File: src/source/ualink_config.svh
// ##########################################################################
// UALink turbo configuration macros
// widths, FIFO depth, burst length and command opcodes
// ##########################################################################
`ifndef UALINK_CONFIG_SVH
`define UALINK_CONFIG_SVH

`define UALINK_DATA_W          64   // stream and memory word
`define UALINK_ADDR_W          8    // 256-entry data memory
`define UALINK_FIFO_DEPTH_BITS 4    // 16-entry input FIFO
`define UALINK_BURST_WORDS     8    // 64B per write or read

// header opcodes, bits 63:48 of the header word
`define UALINK_OP_WRITE        16'h0245
`define UALINK_OP_READ         16'h0145

`endif

File: src/source/ualink_pkg.sv
// ##########################################################################
// UALink turbo package
// shared word and address types, FSM state encodings
// ##########################################################################
`default_nettype none

`include "ualink_config.svh"

package ualink_pkg;

   typedef logic [`UALINK_DATA_W-1:0] data_t;      // one stream or memory word
   typedef logic [`UALINK_ADDR_W-1:0] mem_addr_t;  // data memory address
   typedef logic [15:0]               opcode_t;    // header opcode field
   typedef logic [3:0]                burst_cnt_t; // word index within a burst

   // command parser FSM
   typedef enum logic [1:0] {PS_IDLE, PS_FWD, PS_WRITE, PS_READ_WAIT} parser_state_t;

   // response generator FSM
   typedef enum logic [1:0] {RS_PASS, RS_FETCH, RS_SEND} rsp_state_t;

endpackage

`default_nettype wire

File: src/source/ualink_stream_if.sv
// ##########################################################################
// UALink internal stream link, AXI4-Stream style valid/ready handshake
// ##########################################################################
`timescale 1ns/1ns
`default_nettype none

interface ualink_stream_if;
   import ualink_pkg::*;

   data_t data;
   logic  last;
   logic  valid;
   logic  ready;

   modport producer (output data, output last, output valid, input ready);
   modport consumer (input data, input last, input valid, output ready);

endinterface

`default_nettype wire

File: src/source/ualink_rx_fifo.sv
// ##########################################################################
// UALink input FIFO, 16 words deep with fall-through head
// stores each word with its last flag
// ##########################################################################
`timescale 1ns/1ns
`default_nettype none

`include "ualink_config.svh"

module ualink_rx_fifo (
   input  logic             axi_aclk,
   input  logic             axi_resetn,
   input  ualink_pkg::data_t s_data,
   input  logic             s_last,
   input  logic             s_valid,
   output logic             s_ready,
   ualink_stream_if.producer q
);
   import ualink_pkg::*;

   localparam logic [`UALINK_FIFO_DEPTH_BITS:0] fifo_depth =
      {1'b1, {`UALINK_FIFO_DEPTH_BITS{1'b0}}};

   data_t buf_data [0:fifo_depth-1];
   logic  buf_last [0:fifo_depth-1];

   logic [`UALINK_FIFO_DEPTH_BITS-1:0] wr_ptr;
   logic [`UALINK_FIFO_DEPTH_BITS-1:0] rd_ptr;
   logic [`UALINK_FIFO_DEPTH_BITS:0]   count;   // occupancy, 0..16
   logic wr_en;
   logic rd_en;

   assign s_ready = (count != fifo_depth);
   assign wr_en   = s_valid & s_ready;
   assign rd_en   = q.valid & q.ready;

   // head of queue is visible without a read cycle
   assign q.data  = buf_data[rd_ptr];
   assign q.last  = buf_last[rd_ptr];
   assign q.valid = (count != '0);

   always_ff @(posedge axi_aclk) begin
      if (wr_en) begin
         buf_data[wr_ptr] <= s_data;
         buf_last[wr_ptr] <= s_last;
      end
   end

   always_ff @(posedge axi_aclk) begin
      if (!axi_resetn) begin
         wr_ptr <= '0;
         rd_ptr <= '0;
         count  <= '0;
      end else begin
         if (wr_en) wr_ptr <= wr_ptr + 1'b1;
         if (rd_en) rd_ptr <= rd_ptr + 1'b1;
         case ({wr_en, rd_en})
            2'b10:   count <= count + 1'b1;
            2'b01:   count <= count - 1'b1;
            default: count <= count;   // both or neither
         endcase
      end
   end

endmodule

`default_nettype wire

File: src/flat_wrapper.sv
// flat-port wrapper written by rule: the top's interface ports become plain ports
module ualink_rx_fifo_flat import ualink_pkg::*;
  (axi_aclk, axi_resetn, s_data, s_last, s_valid, s_ready, q_data, q_last, q_valid, q_ready);
  ualink_stream_if q_i ();
  input  logic axi_aclk;
  input  logic axi_resetn;
  input  ualink_pkg::data_t s_data;
  input  logic s_last;
  input  logic s_valid;
  output logic s_ready;
  output wire logic [$bits(q_i.data)-1:0] q_data;
  output wire logic [$bits(q_i.last)-1:0] q_last;
  output wire logic [$bits(q_i.valid)-1:0] q_valid;
  input wire logic [$bits(q_i.ready)-1:0] q_ready;
  assign q_data = q_i.data;
  assign q_last = q_i.last;
  assign q_valid = q_i.valid;
  assign q_i.ready = q_ready;
  ualink_rx_fifo u_core (.axi_aclk(axi_aclk), .axi_resetn(axi_resetn), .s_data(s_data), .s_last(s_last), .s_valid(s_valid), .s_ready(s_ready), .q(q_i));
endmodule
File: config.mk
export PLATFORM = sky130hd
export DESIGN_NAME = ualink_rx_fifo_flat
export DESIGN_NICKNAME = d
export VERILOG_FILES = /design/src/source/ualink_pkg.sv /design/src/source/ualink_stream_if.sv /design/src/source/ualink_rx_fifo.sv /design/src/flat_wrapper.sv
export VERILOG_INCLUDE_DIRS = /design/src /design/src/source
export SDC_FILE = /design/constraint.sdc
export NUM_CORES = 1
export LEC_CHECK = 0
export BUFFER_PORTS_ARGS = -buffer_cell sky130_fd_sc_hd__buf_2
export CAP_MARGIN = 20
export CORE_AREA = 3 3 405 207
export CTS_CLUSTER_SIZE = 28
export DETAILED_ROUTE_END_ITERATION = 6
export DIE_AREA = 0 0 408 210
export GPL_ROUTABILITY_DRIVEN = 0
export GPL_TIMING_DRIVEN = 0
export PLACE_DENSITY_LB_ADDON = 0.12
export REMOVE_ABC_BUFFERS = 1
export SKIP_LAST_GASP = 1
export SYNTH_ARGS = -nofsm -noshare
export SYNTH_HDL_FRONTEND = slang
export SYNTH_SLANG_ARGS = --single-unit
File: constraint.sdc
create_clock -name axi_aclk -period 17.8 [get_ports axi_aclk]
set_clock_uncertainty 0.1 [all_clocks]
set_input_delay 0 -clock axi_aclk [delete_from_list [all_inputs] [get_ports axi_aclk]]
set_output_delay 0 -clock axi_aclk [all_outputs]
set_load 0.03 [all_outputs]
Yosys cells after proc, flatten, opt, wreduce, memory -nomap -nowiden
Memories as Yosys holds them, arrays and structs flattened. A register that Yosys moved wholly into a read port is not among the register bits.
Index checks and enable logic that the tools add are counted.
W data, S select, Z words.
{"block": "totals", "regBits": 13, "n_memories": 2, "ram_bits": 1040, "in_bits": 69}
{"memory": "u_core.buf_data", "depth": 16, "width": 64, "rd": 1, "rd_ports_with_merged_regs": 1, "wr": 1, "line": "ualink_rx_fifo.sv:24", "text": "data_t buf_data [0:fifo_depth-1];"}
{"memory": "u_core.buf_last", "depth": 16, "width": 1, "rd": 1, "rd_ports_with_merged_regs": 1, "wr": 1, "line": "ualink_rx_fifo.sv:25", "text": "logic buf_last [0:fifo_depth-1];"}
{"block": "classes", "add_sub_neg": 4, "eq_ne": 3, "bitwise_logic": 2, "reduce_logical": 2, "muxes": 7}
{"cell": "$mux W4", "n": 4}
{"cell": "$pmux W5 S2", "n": 1}
{"cell": "$add A4 B1 Y4 const B", "n": 2}
{"cell": "$add A5 B1 Y5 const B", "n": 1}
{"cell": "$ne A5 B5 Y1 const B", "n": 1}
{"cell": "$reduce_bool A5 Y1", "n": 1}
{"cell": "$sub A5 B1 Y5 const B", "n": 1}
{"cell": "$and A1 B1 Y1", "n": 2}
{"cell": "$eq A2 B1 Y1 const B", "n": 1}
{"cell": "$eq A2 B2 Y1 const B", "n": 1}
{"cell": "$mux W1", "n": 2}
{"cell": "$reduce_bool A2 Y1", "n": 1}

Logic depth before layout (Yosys ltp)
{"block": "depth", "word_depth": 4, "mapped_depth": 11, "depth_no_buf": 9}

Worst setup path after synthesis
Ideal clock, no wire load.
{"block": "synth_timing", "path_kind": "flip-flop to flip-flop", "startpoint": "register u_core.count[2]", "endpoint": "memory u_core.buf_data[0][0] (netlist name), enable pin", "t_arrival_ps": 5449, "slack_ps": 11683, "stages_incl_launch_ff": 6, "path_cell_list": "dfxtp_1 -> buf_2 -> nor4_1 -> a21boi_1 -> nand2_1 -> nor3_1"}
{"block": "synth_between", "elab_chain_cells": 4}
{"item": "start: declaration", "line": "ualink_rx_fifo.sv:29", "text": "logic [`UALINK_FIFO_DEPTH_BITS:0] count;"}
{"item": "start signal: assignment", "line": "ualink_rx_fifo.sv:58", "text": "2'b10: count <= count + 1'b1;"}
{"item": "start signal: assignment", "line": "ualink_rx_fifo.sv:59", "text": "2'b01: count <= count - 1'b1;"}
{"item": "start signal: assignment", "line": "ualink_rx_fifo.sv:60", "text": "default: count <= count;"}
{"item": "$ne A5 B5 Y1", "line": "ualink_rx_fifo.sv:33", "text": "assign s_ready = (count != fifo_depth);"}
{"item": "$and A1 B1 Y1", "line": "ualink_rx_fifo.sv:34", "text": "assign wr_en = s_valid & s_ready;"}
{"item": "$mux W1", "line": "ualink_rx_fifo.sv:43", "text": "if (wr_en) begin"}
{"item": "$mux W1 (implied by the code)", "line": "ualink_rx_fifo.sv:44", "text": "buf_data[wr_ptr] <= s_data;"}
{"item": "end: declaration", "line": "ualink_rx_fifo.sv:24"}
No other way between the ends.

==> impl_results.html <==
<table>
<tr><th>Metric</th><th>Value</th></tr>
<tr><th colspan="2">STA</th></tr>
<tr><td>Post-layout min period</td><td>3.60 ns</td></tr>
<tr><td>Final count of negative-setup-slack endpoints</td><td>0</td></tr>
<tr><td>Worst Hold Margin</td><td>0.119 ns</td></tr>
<tr><td>Peak clock frequency supported by timing</td><td>278 MHz</td></tr>
<tr><td>Tightest Pin Transition</td><td>1.07 ns</td></tr>
<tr><td>Total Neg Setup Slack</td><td>0 ns</td></tr>
<tr><td>Final Max Slew Viols</td><td>0</td></tr>
<tr><td>Final count of hold timing violations</td><td>0</td></tr>
<tr><td>Share of the clock period used by the worst path after layout</td><td>20.2%</td></tr>
<tr><td>Headroom to the max-slew limit</td><td>28.0%</td></tr>
<tr><td>Unrepaired setup endpoints after global routing</td><td>no</td></tr>
<tr><th colspan="2">CTS</th></tr>
<tr><td>Later-pin clock latency in the skew report</td><td>0.65 ns</td></tr>
<tr><td>Clock tree from TritonCTS</td><td>built</td></tr>
<tr><td>Clk root buf</td><td>clkbuf_16</td></tr>
<tr><td>Clock tree sinks</td><td>1057</td></tr>
<tr><td>Max Root-Sink Buffers</td><td>3</td></tr>
<tr><td>Post-CTS Repair Setup Buffers</td><td>0</td></tr>
<tr><td>Clock transition at the registers of the reported paths</td><td>0.06 ns</td></tr>
<tr><td>CTS Buf Count</td><td>91</td></tr>
<tr><td>H-tree level count</td><td>3</td></tr>
<tr><th colspan="2">Run</th></tr>
<tr><td>Max capacitance violation total</td><td>0</td></tr>
<tr><th colspan="2">Global route</th></tr>
<tr><td>Wire length of the first global-routing pass</td><td>127000 µm</td></tr>
<tr><td>Vias in the first global route</td><td>18700</td></tr>
<tr><td>Overflow left after global routing</td><td>0</td></tr>
<tr><td>Pin count of the biggest net entering global routing</td><td>61</td></tr>
<tr><td>Antenna violations before repair</td><td>1</td></tr>
<tr><td>Global-route usage over all layers</td><td>20.4%</td></tr>
<tr><th colspan="2">Synth</th></tr>
<tr><td>Library cell occupying the most area in the post-synthesis netlist</td><td>edfxtp_1</td></tr>
<tr><td>Syn Inst Count</td><td>1568</td></tr>
<tr><td>Cell area after technology mapping</td><td>40000 µm²</td></tr>
<tr><td>Number of different library cells in the post-synthesis netlist</td><td>39</td></tr>
<tr><td>Post-synth top cells</td><td>1040 x edfxtp_1, 325 x mux4_2, 32 x clkbuf_1, 22 x buf_6, 22 x nor2_1</td></tr>
<tr><td>Portion of the post-synthesis area used by sequential elements</td><td>78.9%</td></tr>
<tr><td>Count of state elements after synthesis</td><td>1057</td></tr>
<tr><td>Average cell area after synthesis</td><td>25.5 µm²</td></tr>
<tr><td>Post-synth EDFFs</td><td>1040</td></tr>
<tr><td>Synth warn</td><td>0</td></tr>
<tr><td>Leading cell type by number of instances after synthesis</td><td>edfxtp_1</td></tr>
<tr><td>Top post-synthesis cells by area</td><td>edfxtp_1 78%, mux4_2 18%, dfxtp_1 0.85%, buf_6 0.62%, clkbuf_1 0.30%</td></tr>
<tr><td>Predominant post-synthesis flop cell</td><td>edfxtp_1</td></tr>
<tr><td>Share of the synthesized area in the top cell type</td><td>78.0%</td></tr>
<tr><td>Synth async-reset ratio</td><td>0%</td></tr>
<tr><th colspan="2">Critical path</th></tr>
<tr><td>Critical Setup Path Class</td><td>reg2out</td></tr>
<tr><td>Signal arrival time at the worst endpoint</td><td>3.50 ns</td></tr>
<tr><td>Critical path required time</td><td>17.70 ns</td></tr>
<tr><td>Max FO, Critical Path</td><td>36</td></tr>
<tr><td>Critical path endpoint category</td><td>output port</td></tr>
<tr><td>Startpoint kind of the worst setup timing path</td><td>register</td></tr>
<tr><th colspan="2">Final layout</th></tr>
<tr><td>Final-stage net count</td><td>1955</td></tr>
<tr><td>Layout cell share with drive strength beyond 1</td><td>35.6%</td></tr>
<tr><td>Area Growth Syn to Fin</td><td>17.2%</td></tr>
<tr><th colspan="2">Drt</th></tr>
<tr><td>Wire length after detailed routing</td><td>85700 µm</td></tr>
<tr><td>DRT met1 WL</td><td>36600 µm</td></tr>
<tr><td>DRT antenna net count</td><td>0</td></tr>
<tr><td>Total length of routed met3 wires</td><td>3310 µm</td></tr>
<tr><td>Top routing layer in use</td><td>met5</td></tr>
<tr><td>Detailed Routing Iterations Pass 1</td><td>5</td></tr>
<tr><td>Detailed Route Iter0 Violations</td><td>1613</td></tr>
<tr><td>Via-to-Cell Ratio</td><td>5.78</td></tr>
<tr><td>Total number of vias</td><td>17600</td></tr>
<tr><td>Length of routed met2 wiring</td><td>44200 µm</td></tr>
<tr><td>Post-DR wirelength/cell</td><td>28.1 µm</td></tr>
<tr><td>Post-route DRC</td><td>0</td></tr>
<tr><th colspan="2">Die</th></tr>
<tr><td>Height of the die</td><td>210 µm</td></tr>
<tr><td>Number of rows created at floorplan</td><td>74</td></tr>
<tr><td>Number of ports placed on the die boundary</td><td>136</td></tr>
<tr><td>Floorplan die width</td><td>408 µm</td></tr>
<tr><td>Die outline area</td><td>85700 µm²</td></tr>
<tr><td>Area of the core</td><td>80800 µm²</td></tr>
<tr><td>Initial cell density of the core</td><td>49.5%</td></tr>
<tr><th colspan="2">Power and ir drop</th></tr>
<tr><td>Largest voltage drop on the vdd net</td><td>0.0000992 V</td></tr>
<tr><td>Pwr/cell area</td><td>129 nW/µm²</td></tr>
<tr><td>Lkg Pwr</td><td>14.4 nW</td></tr>
<tr><th colspan="2">Hold path</th></tr>
<tr><td>Hold/Removal Path Class</td><td>in2reg</td></tr>
<tr><th colspan="2">Status</th></tr>
<tr><td>Result of the run</td><td>complete, no violations</td></tr>
<tr><th colspan="2">Place</th></tr>
<tr><td>Total of buffers placed on input and output ports</td><td>135</td></tr>
<tr><td>Total half-perimeter wirelength after legalization and detailed placement</td><td>51600 µm</td></tr>
</table>
-- layer usage --
metal	track usage (%)	vias to the layer above
met5	0	-
met4	5.19	2
met3	3.21	116
met2	34.7	382
met1	28.1	9667
li1	-	7450
-- kinds of logic after synthesis --
family	count (synthesis)	synth area share, %
AOI/OAI and AO/OA	23	0.413
xor gates and xnor gates	7	0.153
adders and majority gates	8	0.250
buffers and inverters	88	1.28
DFF	1057	78.9
muxes	327	18.3
and+or+nand+nor	58	0.703
-- report_power, final --
group | leakage, nW | internal (W) | switching, W
Combinational | 3.58 | 0.000631 | 0.000668
Sequential | 9.53 | 0.00282 | 0.0000491
Clock | 1.34 | 0.00103 | 0.000851
-- cell type report --
class / instances / area, µm²
Multi-Input combinational cell: 423 / 8060
Timing Repair Buffer: 298 / 3140
Fill cell: 5691 / 33900
Clock buffer: 114 / 2410
Tap cell: 1102 / 1380
Clock inverter: 44 / 327
Sequential cell: 1057 / 31600
Inverter: 7 / 26.3
Antenna cell: 1 / 2.50
-- state kept, by name, indices dropped and copies added, names as in the netlist, named ones only --
register / flops
u_core.buf_last: 16
u_core.rd_ptr: 4
u_core.wr_ptr: 4
u_core.buf_data: 1024
u_core.count: 5
-- worst max-delay path: stages, from the launching register on --
cell and delay (ns):
dfxtp_4 0.66, buf_16 0.33, buf_16 0.28, buf_12 0.26
mux4_2 0.56, mux4_2 0.49, buf_2 0.20
-- final timing paths --
path                    start                     to  depth (start not counted)  slack, ns
max reg2reg   u_core.count[2]  u_core.buf_data[0][0]                          7      14.37
max                  register             q_data[57]                          6      14.20
min                axi_resetn       u_core.rd_ptr[3]                          3       0.12
min reg2reg  u_core.wr_ptr[1]       u_core.wr_ptr[1]                          2       0.43
-- what timing repair did --
action,in CTS,in global routing
hold endpoints to repair,1084,0
resized for setup,0,0
hold buffers,69,0
-- per-stage QoR --
step | utilization [%] | std cells | power [W] | setup slack [ns] | instance area (µm²)
after floorplan | - | 1487 | 0.00414 | 5.85 | 39500
after global placement | 51.5 | 2724 | 0.00466 | 0.659 | 41600
after detailed placement | 53.8 | 2818 | 0.00423 | 14.46 | 43500
after CTS | 58.0 | 3045 | 0.00612 | 14.06 | 46900
after global routing | 58.0 | 3045 | 0.00628 | 13.96 | 46900
final | 58.1 | 3046 | 0.00604 | 14.20 | 46900
-- cell usage in the layout (no fill, tap or decap), types with 3 or more instances in the layout --
master and n:
a21oi_1 5, dfxtp_4 4, nand2b_1 3, clkinv_2 13, ha_1 8, clkinv_1 23
clkbuf_16 93, nor2_1 10, buf_6 34, dlygate4sd3_1 69, nand2_1 10, nor3_1 4
dfxtp_1 13, inv_1 7, mux4_2 325, buf_2 135, buf_12 28, buf_16 28
nor3_2 4, o211ai_1 3, nor2_4 12, clkbuf_1 21, bufinv_16 5, xor2_1 6
buf_8 4, nand3_1 4, o21a_1 4, edfxtp_1 1040
Power figures use the tool's default switching activity.
