--- src/source/ualink_config.svh ---
// ##########################################################################
// UALink turbo configuration macros
// widths, FIFO depth, burst length and command opcodes
// ##########################################################################
`ifndef UALINK_CONFIG_SVH
`define UALINK_CONFIG_SVH

`define UALINK_DATA_W          64   // stream and memory word
`define UALINK_ADDR_W          8    // 256-entry data memory
`define UALINK_FIFO_DEPTH_BITS 4    // 16-entry input FIFO
`define UALINK_BURST_WORDS     8    // 64B per write or read

// header opcodes, bits 63:48 of the header word
`define UALINK_OP_WRITE        16'h0245
`define UALINK_OP_READ         16'h0145

`endif

--- src/source/ualink_pkg.sv ---
// ##########################################################################
// UALink turbo package
// shared word and address types, FSM state encodings
// ##########################################################################
`default_nettype none

`include "ualink_config.svh"

package ualink_pkg;

   typedef logic [`UALINK_DATA_W-1:0] data_t;      // one stream or memory word
   typedef logic [`UALINK_ADDR_W-1:0] mem_addr_t;  // data memory address
   typedef logic [15:0]               opcode_t;    // header opcode field
   typedef logic [3:0]                burst_cnt_t; // word index within a burst

   // command parser FSM
   typedef enum logic [1:0] {PS_IDLE, PS_FWD, PS_WRITE, PS_READ_WAIT} parser_state_t;

   // response generator FSM
   typedef enum logic [1:0] {RS_PASS, RS_FETCH, RS_SEND} rsp_state_t;

endpackage

`default_nettype wire

--- src/source/ualink_stream_if.sv ---
// ##########################################################################
// UALink internal stream link, AXI4-Stream style valid/ready handshake
// ##########################################################################
`timescale 1ns/1ns
`default_nettype none

interface ualink_stream_if;
   import ualink_pkg::*;

   data_t data;
   logic  last;
   logic  valid;
   logic  ready;

   modport producer (output data, output last, output valid, input ready);
   modport consumer (input data, input last, input valid, output ready);

endinterface

`default_nettype wire

--- src/source/ualink_rsp_gen.sv ---
// ##########################################################################
// UALink response generator
// merges forwarded words with 8-word read bursts from the data memory
// ##########################################################################
`timescale 1ns/1ns
`default_nettype none

`include "ualink_config.svh"

module ualink_rsp_gen (
   input  logic                  axi_aclk,
   input  logic                  axi_resetn,
   ualink_stream_if.consumer     in_s,
   input  logic                  rd_start,
   input  ualink_pkg::mem_addr_t rd_addr,
   output logic                  rd_done,
   output ualink_pkg::mem_addr_t mem_raddr,
   input  ualink_pkg::data_t     mem_rdata,
   output ualink_pkg::data_t     m_data,
   output logic                  m_last,
   output logic                  m_valid,
   input  logic                  m_ready
);
   import ualink_pkg::*;

   rsp_state_t state;
   mem_addr_t  base_addr;
   burst_cnt_t word_cnt;
   logic       last_word;
   logic       send_xfer;

   assign last_word = (word_cnt == burst_cnt_t'(`UALINK_BURST_WORDS - 1));
   assign send_xfer = (state == RS_SEND) & m_ready;

   // address stays put through RS_SEND, so the memory read register
   // holds the burst word until it is taken
   assign mem_raddr = base_addr + mem_addr_t'(word_cnt);

   always_comb begin
      if (state == RS_PASS) begin
         m_data  = in_s.data;
         m_last  = in_s.last;
         m_valid = in_s.valid;
      end else begin
         m_data  = mem_rdata;
         m_last  = last_word;
         m_valid = (state == RS_SEND);   // low while fetching
      end
   end

   assign in_s.ready = (state == RS_PASS) & m_ready;
   assign rd_done    = send_xfer & last_word;

   always_ff @(posedge axi_aclk) begin
      if (!axi_resetn) begin
         state    <= RS_PASS;
         word_cnt <= '0;
      end else begin
         case (state)
            RS_PASS: begin
               if (rd_start) begin
                  state    <= RS_FETCH;
                  word_cnt <= '0;
               end
            end
            RS_FETCH: state <= RS_SEND;   // read data valid next cycle
            RS_SEND: begin
               if (send_xfer) begin
                  if (last_word) begin
                     state <= RS_PASS;
                  end else begin
                     state    <= RS_FETCH;
                     word_cnt <= word_cnt + 1'b1;
                  end
               end
            end
            default: state <= RS_PASS;
         endcase
      end
   end

   always_ff @(posedge axi_aclk) begin
      if (state == RS_PASS && rd_start) base_addr <= rd_addr;
   end

endmodule

`default_nettype wire

--- src/flat_wrapper.sv ---
// flat-port wrapper written by rule: the top's interface ports become plain ports
module ualink_rsp_gen_flat import ualink_pkg::*;
  (axi_aclk, axi_resetn, rd_start, rd_addr, rd_done, mem_raddr, mem_rdata, m_data, m_last, m_valid, m_ready, in_s_data, in_s_last, in_s_valid, in_s_ready);
  ualink_stream_if in_s_i ();
  input  logic axi_aclk;
  input  logic axi_resetn;
  input  logic rd_start;
  input  ualink_pkg::mem_addr_t rd_addr;
  output logic rd_done;
  output ualink_pkg::mem_addr_t mem_raddr;
  input  ualink_pkg::data_t mem_rdata;
  output ualink_pkg::data_t m_data;
  output logic m_last;
  output logic m_valid;
  input  logic m_ready;
  input wire logic [$bits(in_s_i.data)-1:0] in_s_data;
  input wire logic [$bits(in_s_i.last)-1:0] in_s_last;
  input wire logic [$bits(in_s_i.valid)-1:0] in_s_valid;
  output wire logic [$bits(in_s_i.ready)-1:0] in_s_ready;
  assign in_s_i.data = in_s_data;
  assign in_s_i.last = in_s_last;
  assign in_s_i.valid = in_s_valid;
  assign in_s_ready = in_s_i.ready;
  ualink_rsp_gen u_core (.axi_aclk(axi_aclk), .axi_resetn(axi_resetn), .in_s(in_s_i), .rd_start(rd_start), .rd_addr(rd_addr), .rd_done(rd_done), .mem_raddr(mem_raddr), .mem_rdata(mem_rdata), .m_data(m_data), .m_last(m_last), .m_valid(m_valid), .m_ready(m_ready));
endmodule
--- config.mk ---
export PLATFORM = sky130hd
export DESIGN_NAME = ualink_rsp_gen_flat
export DESIGN_NICKNAME = d
export VERILOG_FILES = /design/src/source/ualink_pkg.sv /design/src/source/ualink_stream_if.sv /design/src/source/ualink_rsp_gen.sv /design/src/flat_wrapper.sv
export VERILOG_INCLUDE_DIRS = /design/src /design/src/source
export SDC_FILE = /design/constraint.sdc
export NUM_CORES = 1
export LEC_CHECK = 0
export CORE_AREA = 2 2 84 86
export DETAILED_ROUTE_END_ITERATION = 8
export DIE_AREA = 0 0 86 88
export DONT_BUFFER_PORTS = 1
export GPL_ROUTABILITY_DRIVEN = 0
export PLACE_DENSITY = 0.41
export SLEW_MARGIN = 20
export SYNTH_ARGS = -nofsm -noshare
export SYNTH_HDL_FRONTEND = slang
export SYNTH_SLANG_ARGS = --single-unit
export TNS_END_PERCENT = 100
--- constraint.sdc ---
create_clock -name axi_aclk -period 2.25 [get_ports axi_aclk]
set_clock_uncertainty 0.2 [all_clocks]
set_input_delay 0.45 -clock axi_aclk [delete_from_list [all_inputs] [get_ports axi_aclk]]
set_output_delay 0.45 -clock axi_aclk [all_outputs]
set_load 0.05 [all_outputs]
* Word level (Yosys, flattened, before mapping)
Index checks and enable logic that the tools add are counted.
Cells by class: $add $sub $neg 2, equality and inequality tests 6, muxes and demuxes 11, bitwise operators 3, reductions and logical operators 5
Operators by type and width (count):
- two-way mux 64 bit | 1
- two-way mux 4 bit | 3
- adder 8 x 4 -> 8 bit | 1
- one-hot mux 4 bit (2 select lines) | 1
- one-hot mux 2 bit (3 select lines) | 1
- adder 4 x 1 -> 4 bit, second input constant | 1
- == test 4 x 3 -> 1 bit, second input constant | 1
- two-way mux 2 bit | 2
- inequality test 2 bit, second input constant | 2
- AND reduction 4 bit | 1
- bitwise AND 1 bit | 3
- two-way mux 1 bit | 3
- == test 2 x 1 -> 1 bit, second input constant | 1
- == test 2 bit, second input constant | 1
- logical NOT 2 bit | 1
- inequality test 2 x 1 -> 1 bit, second input constant | 1
- AND reduction 2 bit | 1
- nonzero test 2 bit | 1
- logical AND 1 bit | 1
Word-level totals: bits in registers 14, input bits 142, output and inout bits 76, word-level logic and storage cells 30

* Logic depth before layout (Yosys ltp)
Gate-level depths: netlist of run 1.
word-level depth 4, mapped depth 7, gate-level depth less buffers 7

* Worst setup path after synthesis of run 1
Ideal clock, no wire load.
path kind reg2out, start point register u_core.word_cnt[0], end point output port mem_raddr[6], arrival time 2.197 ns, required time 1.600 ns, setup slack -0.597 ns, cell stages (with the launch flop) 8, cells stage by stage dfxtp_1 ha_1 inv_1 fa_1 nor2b_1 o21ai_0 a21o_1 xnor2_1
On the way: longest elaborated chain between the ends 1
Ends and longest elaborated chain:
- from (decl) | RTL line ualink_rsp_gen.sv:28 | burst_cnt_t word_cnt;
- from (signal assigned) | RTL line ualink_rsp_gen.sv:73 | word_cnt <= word_cnt + 1'b1;
- adder 8 x 4 -> 8 bit | RTL line ualink_rsp_gen.sv:37 | assign mem_raddr = base_addr + mem_addr_t'(word_cnt);
- to (decl) | RTL line flat_wrapper.sv:10 | output ualink_pkg::mem_addr_t mem_raddr;
Every way passes these cells.

* Worst setup path in the final report of run 1
start point register u_core.base_addr[0], end point output port mem_raddr[6]
On the way: longest elaborated chain between the ends 1
Ends and longest elaborated chain:
- from (decl) | RTL line ualink_rsp_gen.sv:27 | mem_addr_t base_addr;
- from (signal assigned) | RTL line ualink_rsp_gen.sv:83 | if (state == RS_PASS && rd_start) base_addr <= rd_addr;
- adder 8 x 4 -> 8 bit | RTL line ualink_rsp_gen.sv:37
Every way passes these cells.

==> summary by stage, run 1 <==
Status
The flow ran to the end, but the final reports show violations. The final reports fail on setup timing.

Global route
The number of antenna violations at the first check in global routing is 1. The most utilized layer in the global route result is met2. The maximum number of pins on one net before global-route repair is 45. The global-route met2 utilization is 25.2%. The number of global-route vias before repair is 1310. Global routing used 15.0% of the available met1 tracks. The overall global routing resource usage is 13.5%. The met3 track demand over resource is 4.52%. The first global-routing pass estimated 7.73 mm of wire. The total global routing overflow is 0.

CTS
The clock tree from TritonCTS is yes. The total clock buffers created by CTS is 3. The clock passes through at most 2 buffers. The root buffer cell chosen for the clock tree is sky130_fd_sc_hd__clkbuf_8. CTS built an H-tree with a depth of 1. The CTS clock-pin slew for the worst setup and hold paths is 0.06 ns.

The later pin in the worst-skew pair is clocked with a latency of 0.24 ns. The clock net in this run drives a total of 14 sinks.

Flow run
The max-capacitance violation count is 0.

Routing
The via count is 1322. The first TritonRoute pass finished after 4 iterations. The count of nets left with antenna violations once routing finished came out at 0. For this block, the routed nets add up to 5.82 mm of wire.

After detailed routing, the average wire length per cell comes to 23.3 um. The mean number of vias per cell is 5.29. In the routed design, unresolved DRC markers number 0. After the first detailed-routing iteration, the DRC count stood at 52.

Yosys
The number of different library cells used by synthesis comes to 35. Synthesis produced a netlist with a net count of 300. After synthesis, flip-flops and latches occupy 21.4% of the total area. Averaged over all synthesized cells, the footprint is 11.1 um^2. The number of warnings reported in the yosys synthesis log is 0. The synthesized flop and latch total is 14.

The post-synthesis cell area is 1690 um^2. Counting every instance in the synthesized netlist gives 152.

Hold path
The tightest min-delay check is of the in -> reg type. The worst hold path depth is 0. The startpoint of the tightest hold check path is rd_addr[0]. The path with the worst hold slack has its endpoint at u_core.base_addr[0].

Timing
The worst path uses 111% of the clock period. The slew at the pin closest to its max-slew limit is 0.367 ns. Setup repair after global routing could not meet its margin everywhere.

The final critical-path setup slack is -0.248 ns. Timing would allow up to 0.400 GHz. The final-report hold violation count was 0. Setup violations remaining at the end of the flow were counted as 6. The worst path in the final design needs a cycle of 2.50 ns, including I/O delays and setup.

The number of max-slew violations in the final report is 0. Measured against its own limit, the worst slew margin works out to 75.5%.

Power and ir drop
The sequential share of power is 21.2%. The combinational fraction of design power is 62.5%. The clock network burns 16.4% of the power.

For this design the static power due to leakage is 0.864 nW. The power per cell area is 661 nW/um^2. Summed over all nets, the switching power comes to 0.734 mW. In this run switching power makes up 51.6% of total power. Across the VDD grid, the largest voltage drop is 0.215 mV. The internal portion of total power is 0.690 mW.

Setup path
The launching point of the worst reg2reg path is u_core.word_cnt[0]. The required time of the critical path is 1.60 ns. At the worst endpoint, the arrival time is 1.85 ns. The endpoint identified for the worst register-to-register timing path is u_core.word_cnt[1]. The type of the setup path with the least slack is reg -> out. The worst setup path is launched from a flip-flop. The reg-to-reg setup timing slack is 0.55 ns. Measured in cells, the most critical reg-to-reg path has a length of 6. Of all nets on the critical path, the largest fanout is 2. The worst setup path is captured at a primary output.

Finish
In the final design database the tool counted 319 nets. The layout cell share with drive strength beyond 1 is 68.8%. The finished layout cell area is 2150 um^2.

The growth of design area from synthesis to finish is 27.8%. The filler-free cell count of the finished design is 250. 0 antenna diodes ended up in the layout.

Floorplan
The die width is 86 um. The area of the core is 6640 um^2. The initial utilization of the core area, before any placement, comes to 25.4%. The die area is 7570 um^2. The die is 88 um tall.

Pin placement for this block handled 218 I/O pins. The number of rows in the core area is 30.

Placed design
The cell area after placement is 2010 um^2. During placement, the flow inserted port buffers numbering 0. Once detailed placement completed, the half-perimeter wirelength came to 5.21 mm.

Including well taps, the total number of placed cells is 245.
==> per-layer routing <==
layer	wire, um	vias to the layer above
li1	-	593
met3	622	6
met4	55	2
met1	2060	615
met2	3080	106
met5	12	-
==> Yosys cell counts <==
master	number	share of area [%]
sky130_fd_sc_hd__mux2_2	48	32
sky130_fd_sc_hd__nand3_1	1	0.30
sky130_fd_sc_hd__ha_1	5	3.7
sky130_fd_sc_hd__nor2_1	7	1.6
sky130_fd_sc_hd__nor2b_1	4	1.5
sky130_fd_sc_hd__a21boi_0	1	0.45
sky130_fd_sc_hd__o211ai_1	1	0.45
sky130_fd_sc_hd__nor2_8	1	1.2
sky130_fd_sc_hd__mux2i_2	1	0.82
sky130_fd_sc_hd__xor2_1	1	0.52
sky130_fd_sc_hd__nor4_1	1	0.37
sky130_fd_sc_hd__buf_8	2	1.8
sky130_fd_sc_hd__mux2_4	16	14
sky130_fd_sc_hd__dfxtp_1	6	7.1
sky130_fd_sc_hd__a31oi_1	1	0.37
sky130_fd_sc_hd__a211oi_1	2	0.89
sky130_fd_sc_hd__nand2_1	7	1.6
sky130_fd_sc_hd__fa_1	1	1.2
sky130_fd_sc_hd__a41oi_1	1	0.52
sky130_fd_sc_hd__a21boi_1	1	0.45
sky130_fd_sc_hd__edfxtp_1	8	14
sky130_fd_sc_hd__mux2i_1	1	0.59
sky130_fd_sc_hd__nand3b_1	1	0.45
sky130_fd_sc_hd__buf_4	5	2.2
sky130_fd_sc_hd__xnor2_1	4	2.1
sky130_fd_sc_hd__inv_1	5	1.1
sky130_fd_sc_hd__o2111ai_1	1	0.52
sky130_fd_sc_hd__nand2b_1	2	0.74
sky130_fd_sc_hd__buf_6	2	1.3
sky130_fd_sc_hd__o21ai_0	6	1.8
sky130_fd_sc_hd__a21oi_1	2	0.59
sky130_fd_sc_hd__and2_1	3	1.1
sky130_fd_sc_hd__a211oi_2	1	0.74
sky130_fd_sc_hd__a21o_1	2	0.89
sky130_fd_sc_hd__and3b_1	1	0.52
==> worst max path at each step <==
stage	cells past startpoint	startpoint	to	slack (ns)
5_1_grt	8	u_core.base_addr[0]	mem_raddr[6]	-0.33
4_1_cts	8	u_core.base_addr[0]	mem_raddr[6]	-0.31
6_report	8	u_core.base_addr[0]	mem_raddr[6]	-0.25
2_1_floorplan	7	u_core.word_cnt[0]	mem_raddr[6]	-0.20
3_3_place_gp	6	u_core.base_addr[1]	mem_raddr[5]	-0.04
3_5_place_dp	8	u_core.base_addr[0]	mem_raddr[6]	-0.06
==> power by group through the flow <==
stage / registers [mW] / logic [mW] / clock network, mW
floorplan: 0.300 / 0.811 / 0
global placement: 0.304 / 0.875 / 0
detailed placement: 0.305 / 0.877 / 0
CTS: 0.299 / 0.885 / 0.241
global route: 0.303 / 0.912 / 0.256
finish: 0.301 / 0.890 / 0.233
==> critical path, cell delays in order, from the launching register on <==
cell and delay (ns):
sky130_fd_sc_hd__edfxtp_1 0.37, sky130_fd_sc_hd__ha_4 0.14, sky130_fd_sc_hd__inv_2 0.03, sky130_fd_sc_hd__fa_2 0.34
sky130_fd_sc_hd__nor2b_2 0.13, sky130_fd_sc_hd__o21ai_2 0.07, sky130_fd_sc_hd__a21o_1 0.19, sky130_fd_sc_hd__xnor2_2 0.17
sky130_fd_sc_hd__buf_12 0.16
==> per-stage QoR <==
step                      hold slack [ns]  utilization (%)  total power, mW  setup WS, ns  TNS [ns]
after floorplan                     0.234                -             1.11        -0.201    -0.370
after global placement              0.332             30.3             1.18       -0.0353   -0.0962
after detailed placement            0.327             30.3             1.18       -0.0623    -0.148
after CTS                          0.0974             31.5             1.43        -0.309     -1.23
after global routing               0.0881             32.4             1.47        -0.334     -1.58
final                               0.105             32.4             1.42        -0.248     -1.05
==> state kept, by name (all words and copies together) (netlist names) <==
signal	cells
u_core.state	2
u_core.base_addr	8
u_core.word_cnt	4
==> cell families (layout without fill, tap and decap cells) <==
| family | after synthesis | in the layout | share of synthesized area (%) |
|---|---|---|---|
| buf+inv | 14 | 32 | 6.46 |
| flops | 14 | 14 | 21.4 |
| mux | 66 | 66 | 47.7 |
| xor+xnor | 5 | 5 | 2.60 |
| fa+ha+maj | 6 | 6 | 4.90 |
| compound gates | 19 | 19 | 7.65 |
| simple gates | 28 | 28 | 9.28 |
==> cell type report <==
class	instances	area, um^2
tap	80	100
sequential	14	362
clock buffer	4	55.1
inverter	5	22.5
fill	654	4490
multi-input combinational	124	1330
timing repair buffer	23	288
==> cell usage in the layout (no fill, tap or decap), types with 3 or more instances in the layout <==
master	netlist	layout
sky130_fd_sc_hd__inv_1	5	3
sky130_fd_sc_hd__buf_4	5	11
sky130_fd_sc_hd__o21ai_2	0	3
sky130_fd_sc_hd__dfxtp_1	6	5
sky130_fd_sc_hd__xnor2_2	0	4
sky130_fd_sc_hd__and2_1	3	3
sky130_fd_sc_hd__buf_12	0	8
sky130_fd_sc_hd__clkbuf_8	0	4
sky130_fd_sc_hd__edfxtp_1	8	8
sky130_fd_sc_hd__buf_6	2	4
sky130_fd_sc_hd__mux2_2	48	48
sky130_fd_sc_hd__ha_1	5	3
sky130_fd_sc_hd__nor2_1	7	4
sky130_fd_sc_hd__nand2_1	7	5
sky130_fd_sc_hd__mux2_4	16	16
sky130_fd_sc_hd__o21ai_0	6	3
sky130_fd_sc_hd__nor2_2	0	3
==> repair_timing <==
item                                    in CTS  in global routing
endpoints found under the setup margin       8                 29
pin swaps                                    2                  4
gates resized for setup                      7                 16
buffers inserted                             0                  1
hold buffers                                 0                  0
No activity file was read; power rests on OpenSTA's default activity.
==> run 2, diff against run 1 <==
REMOVE_ABC_BUFFERS = 1   (was not set)
==> summary by stage, run 2 (synthesis gave the netlist of run 1 again) <==
Floorplan
The floorplan step set the die width to 86 um. For this configuration, the core starts out at a cell density of 25.4%. The die area is 7570 um^2. The count of boundary I/O pins is 218. The area of the core is 6640 um^2. The number of rows in the core area is 30.

The vertical die dimension is 88 um.

CTS
The clock tree from TritonCTS is yes. CTS built an H-tree with a depth of 1. Clock tree synthesis inserted a total of 3 buffers. The count of hold buffers inserted by post-cts repair is 0.

The library cell used as clock root buffer is sky130_fd_sc_hd__clkbuf_8. The clock latency reported for the late side of the worst-skew pair is 0.24 ns. The clock sink count is 14.

The CTS clock-pin slew for the worst setup and hold paths is 0.06 ns. The clock passes through at most 2 buffers.

Global route
The number of global-route vias before repair was 1263. The total global routing overflow is 0. The number of antenna violations at the first check in global routing was 0. For this run, global-route usage on met1 was measured as 17.6%. The global-route met2 utilization is 23.6%. The most utilized layer in the global route result is met2.

For this run, the total global-route usage over all layers was measured as 14.5%. Entering global routing, the biggest net connects 39 pins. The met3 track demand over resource is 6.97%.

The first global-routing pass estimated 8.07 mm of wire.

Timing
Setup violations remaining at the end of the flow were counted as 5. In the finished design, the share of the clock period the worst path needs comes to 111%. The final critical-path setup slack is -0.257 ns. The highest achievable clock rate is 0.399 GHz. The slew at the pin closest to its max-slew limit is 0.388 ns. Counting I/O delays and the setup requirement, the final critical path takes 2.51 ns. The final-report hold violation count is 0. Setup repair after global routing could not meet its margin everywhere.

The number of max-slew violations in the final report is 0. The worst relative slew slack is 74.2%.

Setup path
STA classifies the critical path endpoint as a primary output. The type of the setup path with the least slack is reg -> out. The destination of the worst register-to-register timing path is u_core.word_cnt[1]. Across all register-to-register paths, the minimum setup slack is 0.50 ns.

The required time of the critical path is 1.60 ns. The most critical setup path has its startpoint at u_core.word_cnt[0]. The worst setup path is launched from a flip-flop. The highest fanout seen on the critical path is 2.

The startpoint identified for the worst register-to-register timing path is u_core.word_cnt[0]. At the worst endpoint, the arrival time is 1.86 ns. The number of cells on the worst reg-to-reg path is 7. The last element of the critical path is mem_raddr[6].

Power and ir drop
The leakage dissipation is 0.814 nW. Summing internal, switching and leakage power gives 1.42 mW. For this design the total switching power over the nets is 0.744 mW. The power per cell area is 703 nW/um^2.

The peak supply drop is 0.281 mV. The internal portion of total power is 0.673 mW. Per report_power, the sequential group accounts for 20.9% of the total. The clock network burns 17.4% of the power. Of the total power, the share spent switching nets is 52.5%. The combinational fraction of design power is 61.7%.

Routing
In this run, the number of DRC markers left after iteration 0 of detailed routing was 27. The total DRC errors in the routed layout is 0. After detailed routing, the number of vias per cell comes to 5.13. The routed design has 6.25 mm of wire.

The count of antenna-violating nets left after detailed routing is 0. Summing over every cut layer, the via total after detailed routing is 1278. Before antenna repair, the detailed router went through 4 iterations. After detailed routing, the average wire length per cell comes to 25.1 um.

Flow run
Max-cap violations in this run came to 0.

Finish
The growth of design area from synthesis to finish is 19.6%. The layout has 689 filler cells. The flip-flop count of the largest register after layout is 8.

The largest registers in the layout are u_core.base_addr x8, u_core.word_cnt x4, u_core.state x2. The commonest non-fill, non-tap cell in the layout is sky130_fd_sc_hd__mux2_2. The library cells used most frequently in the layout, excluding fill and tap cells, are 48 x sky130_fd_sc_hd__mux2_2, 16 x sky130_fd_sc_hd__mux2_4, 15 x sky130_fd_sc_hd__buf_4. At the end of the flow, the number of nets in the layout was 317. The largest register by flop count is u_core.base_addr. The layout cell share with drive strength beyond 1 is 61.3%.

Status
The checks that failed: setup timing. The flow ran to the end, but the final reports show violations.

Placed design
The detailed placement HPWL is 5.58 mm. The count of buffers from port buffering is 0. At the placement stage, the worst setup path has a slack of -0.134 ns.

Hold path
The startpoint of the tightest hold check path is rd_addr[0]. In this run the worst hold path is classified as in -> reg.
-- run 2: cell types whose count changed in the layout (fill, tap and decap cells not counted), sizes merged --
cell      previous run  this run
clkinvlp             1         0
buf                 23        21
diode                0         1
inv                  4         5
-- run 2: power groups by stage --
stage	sequential (mW)	combinational, mW	clock [mW]
after floorplan	0.304	0.769	0
after global placement	0.301	0.866	0
after detailed placement	0.302	0.869	0
after CTS	0.297	0.875	0.255
after global routing	0.298	0.898	0.265
final	0.296	0.874	0.246
-- run 2: layer usage --
layer	wire (um)	part of all wire, %
met1	2280	37
met2	3180	51
met3	754	12
met4	38	0.61
met5	0	0
-- run 2: what timing repair did --
action,4_1_cts,5_1_grt
setup buffers,2,0
gates resized for setup,11,7
pin swaps,3,2
setup endpoints to repair,6,8
-- run 2: how the worst min path moves through the flow --
stage / cells past startpoint / to / slack, ns
5_1_grt: 0 / u_core.base_addr[0] / 0.09
2_1_floorplan: 1 / u_core.word_cnt[0] / 0.26
4_1_cts: 0 / u_core.base_addr[0] / 0.09
3_5_place_dp: 0 / u_core.base_addr[4] / 0.35
3_3_place_gp: 2 / u_core.word_cnt[0] / 0.35
6_report: 0 / u_core.base_addr[0] / 0.1
-- run 2: worst max-delay path, cell delays in order (launching register included) --
cell and delay [ns]:
sky130_fd_sc_hd__dfxtp_2 0.33, sky130_fd_sc_hd__ha_2 0.19, sky130_fd_sc_hd__inv_2 0.04, sky130_fd_sc_hd__fa_2 0.33, sky130_fd_sc_hd__nor2b_1 0.12, sky130_fd_sc_hd__o21ai_1 0.08, sky130_fd_sc_hd__a21o_1 0.18, sky130_fd_sc_hd__xnor2_1 0.13
sky130_fd_sc_hd__buf_4 0.22
-- run 2: layout make-up --
type                    count  area (um^2)  area share, %
diodes                      1         2.50          0.124
clock buffers               4         55.1           2.73
inverters                   5         18.8          0.931
multi-input cells         124         1260           62.6
flip-flops and latches     14          362           17.9
well taps                  80          100           4.97
repair buffers             21          215           10.7
-- run 2: per-stage QoR --
step / TNS (ns) / cell area [um^2] / hold WS (ns) / utilization (%) / instances
global placement: -0.0930 / 1890 / 0.349 / 28.4 / 242
finish: -0.904 / 2020 / 0.0981 / 30.3 / 249
CTS: -1.02 / 1990 / 0.0914 / 29.9 / 248
detailed placement: -0.261 / 1890 / 0.349 / 28.4 / 242
global route: -1.59 / 2010 / 0.0869 / 30.3 / 248
floorplan: -6.61 / 1600 / 0.263 / - / 143
